<file path="src/hw/axil_regs_consts.svh">
`ifndef AXIL_REGS_CONSTS_SVH
`define AXIL_REGS_CONSTS_SVH

// --------------------------------------------------
// register map geometry
// --------------------------------------------------
`define AXIL_REG_COUNT    16
`define AXIL_ADDR_W       32
`define AXIL_DATA_W       32
`define AXIL_IDX_W        4
`define AXIL_BASE_ADDR    32'h0000_0000

// --------------------------------------------------
// bus responses
// --------------------------------------------------
`define AXIL_RESP_OKAY    2'b00
`define AXIL_RESP_ERROR   2'b10
// returned on reads of unmapped or misaligned addresses
`define AXIL_ERR_DATA     32'hDEAD_BEEF

// one bit per register, set = read-only (control, status, config, version)
`define AXIL_RO_MASK      16'h000F
// non-zero reset words, everything else clears
`define AXIL_RST_STATUS   32'hABCD_1234
`define AXIL_RST_VERSION  32'h0001_0000

`endif

</file>
<file path="src/hw/axil_regs_pkg.sv">
`include "axil_regs_consts.svh"

package axil_regs_pkg;

    // --------------------------------------------------
    // write channel, master to slave
    // --------------------------------------------------
    typedef struct packed {
        logic [`AXIL_ADDR_W-1:0]   addr;
        logic                      addr_vld;
        logic [`AXIL_DATA_W-1:0]   data;
        logic [`AXIL_DATA_W/8-1:0] strb;
        logic                      data_vld;
        logic                      resp_rdy;
    } axil_wr_req_t;

    // write channel, slave to master
    typedef struct packed {
        logic       addr_rdy;
        logic       data_rdy;
        logic       resp_vld;
        logic [1:0] resp;
    } axil_wr_rsp_t;

    // --------------------------------------------------
    // read channel
    // --------------------------------------------------
    typedef struct packed {
        logic [`AXIL_ADDR_W-1:0] addr;
        logic                    addr_vld;
        logic                    data_rdy;
    } axil_rd_req_t;

    typedef struct packed {
        logic                    addr_rdy;
        logic                    data_vld;
        logic [`AXIL_DATA_W-1:0] data;
        logic [1:0]              resp;
    } axil_rd_rsp_t;

    // decoded address, writable already implies ok
    typedef struct packed {
        logic [`AXIL_IDX_W-1:0] idx;
        logic                   ok;
        logic                   writable;
    } axil_dec_t;

    // single-cycle write strobe into the register file
    typedef struct packed {
        logic                      en;
        logic [`AXIL_IDX_W-1:0]    idx;
        logic [`AXIL_DATA_W-1:0]   data;
        logic [`AXIL_DATA_W/8-1:0] strb;
    } axil_reg_wr_t;

endpackage

</file>
<file path="src/hw/axil_addr_decode.sv">
`include "axil_regs_consts.svh"

module axil_addr_decode (
    input  logic [`AXIL_ADDR_W-1:0] addr,
    output axil_regs_pkg::axil_dec_t dec
);

    // byte span of the whole register window
    localparam logic [`AXIL_ADDR_W-1:0] SPAN = `AXIL_REG_COUNT * 4;
    localparam logic [`AXIL_REG_COUNT-1:0] RO_MASK = `AXIL_RO_MASK;

    logic [`AXIL_ADDR_W-1:0] offset;
    logic                    aligned;
    logic                    in_range;
    logic [`AXIL_IDX_W-1:0]  idx;

    // addresses below base wrap to a huge offset and fail the range check
    assign offset   = addr - `AXIL_BASE_ADDR;
    assign aligned  = (addr[1:0] == 2'b00);
    assign in_range = (offset < SPAN);

    // word index with the byte lanes dropped
    assign idx      = offset[`AXIL_IDX_W+1:2];

    always_comb begin
        dec.idx      = idx;
        dec.ok       = aligned && in_range;
        // read-only registers reject writes even when mapped
        dec.writable = aligned && in_range && !RO_MASK[idx];
    end

endmodule

</file>
<file path="src/hw/axil_reg_file.sv">
`include "axil_regs_consts.svh"

module axil_reg_file (
    input  logic                        axi_s,
    input  logic                        rst_n,
    input  axil_regs_pkg::axil_reg_wr_t reg_wr,
    input  logic [`AXIL_IDX_W-1:0]      rd_idx,
    output logic [`AXIL_DATA_W-1:0]     rd_word
);

    localparam int BYTES = `AXIL_DATA_W / 8;

    // --------------------------------------------------
    // storage
    // --------------------------------------------------
    logic [`AXIL_DATA_W-1:0] regs [`AXIL_REG_COUNT];

    // register map
    // 0 control, ro
    // 1 status, ro
    // 2 config, ro
    // 3 version, ro
    // 4..15 general purpose, rw with byte strobes

    always_ff @(posedge axi_s) begin
        if (!rst_n) begin
            // clear all, then the two non-zero defaults
            for (int i = 0; i < `AXIL_REG_COUNT; i++) begin
                regs[i] <= '0;
            end
            regs[1] <= `AXIL_RST_STATUS;
            regs[3] <= `AXIL_RST_VERSION;
        end else if (reg_wr.en) begin
            // legality already settled by the write channel
            for (int b = 0; b < BYTES; b++) begin
                if (reg_wr.strb[b]) begin
                    regs[reg_wr.idx][8*b +: 8] <= reg_wr.data[8*b +: 8];
                end
            end
        end
    end

    // --------------------------------------------------
    // read port
    // --------------------------------------------------
    // combinational, so a read racing a write sees the old word
    assign rd_word = regs[rd_idx];

endmodule

</file>
<file path="src/hw/axil_wr_channel.sv">
`include "axil_regs_consts.svh"

module axil_wr_channel (
    input  logic                        axi_s,
    input  logic                        rst_n,
    input  axil_regs_pkg::axil_wr_req_t wr_req,
    output axil_regs_pkg::axil_wr_rsp_t wr_rsp,
    output logic [`AXIL_ADDR_W-1:0]     wr_addr,
    input  axil_regs_pkg::axil_dec_t    wr_dec,
    output axil_regs_pkg::axil_reg_wr_t reg_wr
);

    typedef enum logic [1:0] {
        WR_IDLE,
        WR_DATA,
        WR_RESP
    } wr_state_t;

    wr_state_t state;

    // handshake and response flops
    logic       addr_rdy_q;
    logic       data_rdy_q;
    logic       resp_vld_q;
    logic [1:0] resp_q;
    logic       wr_en_q;

    // latched address and write payload
    logic [`AXIL_ADDR_W-1:0]   addr_q;
    logic [`AXIL_IDX_W-1:0]    idx_q;
    logic [`AXIL_DATA_W-1:0]   data_q;
    logic [`AXIL_DATA_W/8-1:0] strb_q;

    logic addr_take;
    logic data_fire;
    logic resp_fire;

    // --------------------------------------------------
    // transfer qualifiers
    // --------------------------------------------------
    assign addr_take = (state == WR_IDLE) && wr_req.addr_vld && !resp_vld_q;
    assign data_fire = (state == WR_DATA) && wr_req.data_vld && data_rdy_q;
    assign resp_fire = (state == WR_RESP) && resp_vld_q && wr_req.resp_rdy;

    // --------------------------------------------------
    // control FSM
    // --------------------------------------------------
    always_ff @(posedge axi_s) begin
        if (!rst_n) begin
            state      <= WR_IDLE;
            addr_rdy_q <= 1'b0;
            data_rdy_q <= 1'b0;
            resp_vld_q <= 1'b0;
            resp_q     <= `AXIL_RESP_OKAY;
            wr_en_q    <= 1'b0;
        end else begin
            // addr_rdy is a one-cycle acknowledge of the latched address
            addr_rdy_q <= addr_take;
            // register write only for legal targets, one-cycle pulse
            wr_en_q    <= data_fire && wr_dec.writable;
            data_rdy_q <= 1'b0;
            case (state)
                WR_IDLE: begin
                    if (addr_take) begin
                        state <= WR_DATA;
                    end
                end
                WR_DATA: begin
                    // ready stays up until the data beat lands
                    data_rdy_q <= !data_fire;
                    if (data_fire) begin
                        resp_vld_q <= 1'b1;
                        resp_q     <= wr_dec.writable ? `AXIL_RESP_OKAY : `AXIL_RESP_ERROR;
                        state      <= WR_RESP;
                    end
                end
                WR_RESP: begin
                    // response held untouched under back-pressure
                    if (resp_fire) begin
                        resp_vld_q <= 1'b0;
                        state      <= WR_IDLE;
                    end
                end
                default: state <= WR_IDLE;
            endcase
        end
    end

    // payload capture, no reset
    always_ff @(posedge axi_s) begin
        if (addr_take) begin
            addr_q <= wr_req.addr;
        end
        if (data_fire) begin
            idx_q  <= wr_dec.idx;
            data_q <= wr_req.data;
            strb_q <= wr_req.strb;
        end
    end

    // --------------------------------------------------
    // outputs
    // --------------------------------------------------
    // decoder sees the latched address, not the live bus
    assign wr_addr = addr_q;

    always_comb begin
        wr_rsp.addr_rdy = addr_rdy_q;
        wr_rsp.data_rdy = data_rdy_q;
        wr_rsp.resp_vld = resp_vld_q;
        wr_rsp.resp     = resp_q;
        reg_wr.en       = wr_en_q;
        reg_wr.idx      = idx_q;
        reg_wr.data     = data_q;
        reg_wr.strb     = strb_q;
    end

endmodule

</file>
<file path="src/hw/axil_rd_channel.sv">
`include "axil_regs_consts.svh"

module axil_rd_channel (
    input  logic                        axi_s,
    input  logic                        rst_n,
    input  axil_regs_pkg::axil_rd_req_t rd_req,
    output axil_regs_pkg::axil_rd_rsp_t rd_rsp,
    output logic [`AXIL_ADDR_W-1:0]     rd_addr,
    input  axil_regs_pkg::axil_dec_t    rd_dec,
    output logic [`AXIL_IDX_W-1:0]      rd_idx,
    input  logic [`AXIL_DATA_W-1:0]     rd_word
);

    typedef enum logic [1:0] {
        RD_IDLE,
        RD_FETCH,
        RD_DATA
    } rd_state_t;

    rd_state_t state;

    logic                    addr_rdy_q;
    logic                    data_vld_q;
    logic [`AXIL_DATA_W-1:0] data_q;
    logic [1:0]              resp_q;
    logic [`AXIL_ADDR_W-1:0] addr_q;

    logic addr_take;
    logic data_fire;

    // --------------------------------------------------
    // transfer qualifiers
    // --------------------------------------------------
    assign addr_take = (state == RD_IDLE) && rd_req.addr_vld && !data_vld_q;
    assign data_fire = (state == RD_DATA) && data_vld_q && rd_req.data_rdy;

    // --------------------------------------------------
    // control FSM, read word registered in fetch
    // --------------------------------------------------
    always_ff @(posedge axi_s) begin
        if (!rst_n) begin
            state      <= RD_IDLE;
            addr_rdy_q <= 1'b0;
            data_vld_q <= 1'b0;
            data_q     <= '0;
            resp_q     <= `AXIL_RESP_OKAY;
        end else begin
            addr_rdy_q <= addr_take;
            case (state)
                RD_IDLE: begin
                    if (addr_take) begin
                        state <= RD_FETCH;
                    end
                end
                RD_FETCH: begin
                    // fixed one cycle after addr_rdy
                    data_q     <= rd_dec.ok ? rd_word : `AXIL_ERR_DATA;
                    resp_q     <= rd_dec.ok ? `AXIL_RESP_OKAY : `AXIL_RESP_ERROR;
                    data_vld_q <= 1'b1;
                    state      <= RD_DATA;
                end
                RD_DATA: begin
                    // data and resp frozen until the master takes them
                    if (data_fire) begin
                        data_vld_q <= 1'b0;
                        state      <= RD_IDLE;
                    end
                end
                default: state <= RD_IDLE;
            endcase
        end
    end

    // address latch, no reset
    always_ff @(posedge axi_s) begin
        if (addr_take) begin
            addr_q <= rd_req.addr;
        end
    end

    // --------------------------------------------------
    // outputs
    // --------------------------------------------------
    assign rd_addr = addr_q;
    assign rd_idx  = rd_dec.idx;

    always_comb begin
        rd_rsp.addr_rdy = addr_rdy_q;
        rd_rsp.data_vld = data_vld_q;
        rd_rsp.data     = data_q;
        rd_rsp.resp     = resp_q;
    end

endmodule

</file>
<file path="src/hw/axil_regs_top.sv">
`include "axil_regs_consts.svh"

module axil_regs_top (
    input  logic                        axi_s,
    input  logic                        rst_n,
    input  axil_regs_pkg::axil_wr_req_t wr_req,
    output axil_regs_pkg::axil_wr_rsp_t wr_rsp,
    input  axil_regs_pkg::axil_rd_req_t rd_req,
    output axil_regs_pkg::axil_rd_rsp_t rd_rsp
);

    // --------------------------------------------------
    // internal wiring
    // --------------------------------------------------
    logic [`AXIL_ADDR_W-1:0]     wr_addr;
    logic [`AXIL_ADDR_W-1:0]     rd_addr;
    axil_regs_pkg::axil_dec_t    wr_dec;
    axil_regs_pkg::axil_dec_t    rd_dec;
    axil_regs_pkg::axil_reg_wr_t reg_wr;
    logic [`AXIL_IDX_W-1:0]      rd_idx;
    logic [`AXIL_DATA_W-1:0]     rd_word;

    // write side, decoder on the latched address
    axil_wr_channel u_wr_ch (
        .axi_s   (axi_s),
        .rst_n   (rst_n),
        .wr_req  (wr_req),
        .wr_rsp  (wr_rsp),
        .wr_addr (wr_addr),
        .wr_dec  (wr_dec),
        .reg_wr  (reg_wr)
    );

    axil_addr_decode u_wr_dec (
        .addr (wr_addr),
        .dec  (wr_dec)
    );

    // read side, independent of the write path
    axil_rd_channel u_rd_ch (
        .axi_s   (axi_s),
        .rst_n   (rst_n),
        .rd_req  (rd_req),
        .rd_rsp  (rd_rsp),
        .rd_addr (rd_addr),
        .rd_dec  (rd_dec),
        .rd_idx  (rd_idx),
        .rd_word (rd_word)
    );

    axil_addr_decode u_rd_dec (
        .addr (rd_addr),
        .dec  (rd_dec)
    );

    // shared storage, one write port and one read port
    axil_reg_file u_reg_file (
        .axi_s   (axi_s),
        .rst_n   (rst_n),
        .reg_wr  (reg_wr),
        .rd_idx  (rd_idx),
        .rd_word (rd_word)
    );

endmodule

</file>
<file path="config.mk">
export PLATFORM = sky130hd
export DESIGN_NAME = axil_regs_top
export DESIGN_NICKNAME = d
export VERILOG_FILES = /design/src/hw/axil_regs_pkg.sv /design/src/hw/axil_addr_decode.sv /design/src/hw/axil_reg_file.sv /design/src/hw/axil_wr_channel.sv /design/src/hw/axil_rd_channel.sv /design/src/hw/axil_regs_top.sv
export VERILOG_INCLUDE_DIRS = /design/src /design/src/hw
export SDC_FILE = /design/constraint.sdc
export NUM_CORES = 1
export LEC_CHECK = 0
export BUFFER_PORTS_ARGS = -buffer_cell sky130_fd_sc_hd__buf_2
export CAP_MARGIN = 0
export CORE_MARGIN = 2
export CORE_UTILIZATION = 65
export CTS_BUF_LIST = sky130_fd_sc_hd__clkbuf_4
export CTS_CLUSTER_DIAMETER = 50
export CTS_CLUSTER_SIZE = 20
export DETAILED_ROUTE_END_ITERATION = 7
export PLACE_DENSITY_LB_ADDON = 0.12
export SYNTH_ARGS = -nofsm -noshare
export SYNTH_HDL_FRONTEND = slang
export SYNTH_SLANG_ARGS = --single-unit
</file>
<file path="constraint.sdc">
create_clock -name axi_s -period 9.3 [get_ports axi_s]
set_input_delay 1.395 -clock axi_s [delete_from_list [all_inputs] [get_ports axi_s]]
set_output_delay 1.395 -clock axi_s [all_outputs]
set_load 0.02 [all_outputs]
</file>
==> flow_summary.toml <==
[outcome]
outcome = "completed"

[worst_setup_path]
r2r_cells = 6
critPathKind = "input port to flop"
required_ns = 10.03
reg2reg_slack_ns = 5.78
start_kind = "input port"
path_cells = "buf_4, buf_4, nand2_1, nor2_2, buf_4, nand2_1, nor2_1"
slowest_stage = "buf_4"
crit_start = "rst_n"
worst-path-max-fanout = 64
slowest_delay_ns = 0.73
crit_arrival_ns = 4.54
critPathCaptureType = "flop"
crit_top_cell = "buf_4"
reg2reg_to = "u_rd_ch.data_q[1]"
endpoint = "u_reg_file.regs[6][18]"

[sta]
timing.hold.ws_ns = 0.467
fin_setup_tns_ns = 0
rsz0062_at_grt = "no"
fmax_mhz = 262
fin_skew_ns = 0.0963
fin_ws_ns = 5.49
hold_viol_final = 0
drv_slew = 0
period_needed_ns = 3.81
setup_viol = 0
period_share_pct = 41.0
worstMarginPinSlew_ns = 1.14
maxSlewHeadroom_pct = 23.8

[yosys]
netlist_area_mm2 = 0.0276
yosysTopAreaCellShare_pct = 67.1
yosysMostFrequentCell = "edfxtp_1"
postSynthAreaPerCell_um2 = 14.6
synth_commonest_cells = "edfxtp_1 (616), nor2_1 (522), nand2_1 (176), mux4_2 (112), mux2i_1 (81)"
seq_area_frac_synth_pct = 70.6
yosysTopAreaCell = "edfxtp_1"
synth_edf_count = 616
yosysWarnings = 0
synth_area_leaders = "edfxtp_1 (67%), mux4_2 (9.1%), nor2_1 (7.1%), dfxtp_1 (3.6%), mux2i_1 (2.9%)"
synthArstFlopShare_pct = 0
syn-instance-count = 1889
ys_types = 46
synth_seq_cells = 665
ys.flop_type = "edfxtp_1"

[clocking]
root_buffer = "clkbuf_4"
cts_buffers = 49
clock_latency_ns = 0.94
hold_buffers = 0
clk_pin_slew_worst_paths_ns = 0.19
ctsResizeCount = 0
cts_setup_buffers = 0
htreeDepth = 2
cts_tree = "yes"
cts.sinks = 665
clk_path_buf_depth = 3

[detailed_routing]
drtPass1Iterations = 6
highest_layer = "met4"
drt-total-wl_mm = 65.4
drtIter0Drc = 2193
antenna_left = 0
wl_met3_mm = 7.03
routedWlPerCell_um = 25.4
m1WireLength_mm = 25.5
avgViaCountPerCell = 6.35
num_vias = 16400
drc = 0
wl_met2_mm = 30.7

[floorplan]
dieArea_mm2 = 0.0441
die_y_um = 210
rows = 75
initial_utilization_pct = 65.8
coreArea_mm2 = 0.0419
io-pin-count = 148
die_w_um = 210

[final_layout]
area_delta_synth_final_pct = 6.20
num-nets-final = 2100
seqCellArea_mm2 = 0.0195
stdcell_count = 2574
drive_gt1_share_pct = 20.1
multi_input_area_mm2 = 0.00744
fin_area_mm2 = 0.0293
fill_cells = 2810

[placed_design]
place_congestion = 0.837
hpwlAfterDp_mm = 43.2
preCtsSetupSlack_ns = 4.69
dpl.cell_count = 2477
placed_area_mm2 = 0.0285
port_buffers = 145

[worst_hold_path]
holdCritPathClass = "flop to flop"

[pwr]
cellLeakagePower_uw = 0.00961
peakVddDrop_v = 0.000199
pwr_density_cell_mw_per_mm2 = 192

[global_routing]
antenna_found_initial = 3
gr-total-overflow = 0
grt_use_total_pct = 30.3
grt_pass1_vias = 16000
grt_max_degree = 66
grt_pass1_wl_mm = 97.6

[run]
max_cap_violations = 0
==> state kept, by name, indices dropped and copies added, names as in the netlist, 2 cells and up, named ones only <==
register	cells
u_rd_ch.state	2
u_reg_file.regs	512
u_wr_ch.data_q	32
u_rd_ch.rd_addr	32
u_rd_ch.data_q	32
u_wr_ch.strb_q	4
u_wr_ch.wr_addr	32
u_wr_ch.idx_q	4
u_wr_ch.state	2
==> worst max-delay path: cells and delay by family <==
kind	cells	cell delay, ns
buffers and inverters	3	1.53
and+or+nand+nor	4	1.52
==> power breakdown <==
part	switching, uW	leakage (uW)	internal [uW]
clock	966	0.000432	447
sequential	101	0.00623	3460
combinational	365	0.00295	289
total	1430	0.00961	4200
==> layout make-up <==
cell class                 instances  area share (%)
clock inverter                    32            1.17
timing repair buffer             161            2.90
tap                              539            2.30
inverter                          11           0.141
sequential                       665            66.6
clock buffer                      58            1.49
multi-input combinational       1101            25.4
antenna                            7          0.0598
==> through the flow <==
step / util, % / total power [uW]
6_report: 69.8 / 5630
3_3_place_gp: 67.9 / 4260
2_1_floorplan: - / 4080
5_1_grt: 69.8 / 5810
4_1_cts: 69.8 / 5640
3_5_place_dp: 67.9 / 4280
==> placed cells by master (no fill, tap or decap), drive strengths merged, types with 4 or more instances in the layout <==
cell type	netlist	final
nand2	180	180
o21ai	36	36
buf	85	161
mux4	112	112
inv	11	20
ha	4	4
edfxtp	616	616
diode	0	7
clkinv	0	16
nor3	8	8
nor2	523	523
o22ai	8	8
o22a	8	8
nand2b	7	7
mux2	28	28
a2111oi	8	8
a21oi	40	40
dfxtp	49	49
and3	6	6
nor4	14	14
clkbuf	28	58
bufinv	0	4
nand3	5	5
mux2i	81	81
a211oi	8	8
and2	5	5
==> worst min path at each step <==
| stage | startpoint | to | slack (ns) | cells past startpoint |
|---|---|---|---|---|
| 3_5_place_dp | u_wr_ch.wr_addr[5] | u_wr_ch.idx_q[3] | 0.45 | 0 |
| 5_1_grt | u_wr_ch.wr_addr[2] | u_wr_ch.idx_q[0] | 0.48 | 0 |
| 3_3_place_gp | u_wr_ch.wr_addr[5] | u_wr_ch.idx_q[3] | 0.45 | 0 |
| 4_1_cts | u_wr_ch.wr_addr[2] | u_wr_ch.idx_q[0] | 0.47 | 0 |
| 6_report | u_wr_ch.wr_addr[2] | u_wr_ch.idx_q[0] | 0.47 | 0 |
| 2_1_floorplan | u_wr_ch.wr_addr[2] | u_wr_ch.idx_q[0] | 0.40 | 0 |
==> cells by family (layout without fill, tap and decap cells) <==
kind of cell / count (synthesis) / in the layout / synth area share (%)
buffers and inverters: 124 / 262 / 2.54
AND/OR/NAND/NOR: 761 / 761 / 11.0
flip-flops: 665 / 665 / 70.6
AO/OA/AOI/OAI: 113 / 113 / 2.44
adder cells (fa/ha/maj): 4 / 4 / 0.181
other: 1 / 9 / 0.0136
multiplexers: 221 / 221 / 13.2
==> per-layer routing <==
metal,track usage (%),vias to the layer above
met4,9.98,0
met2,47.1,981
met5,0,-
met3,6.53,136
li1,-,7137
met1,43.9,8103
Note: power is estimated with default switching activity, not from simulation.
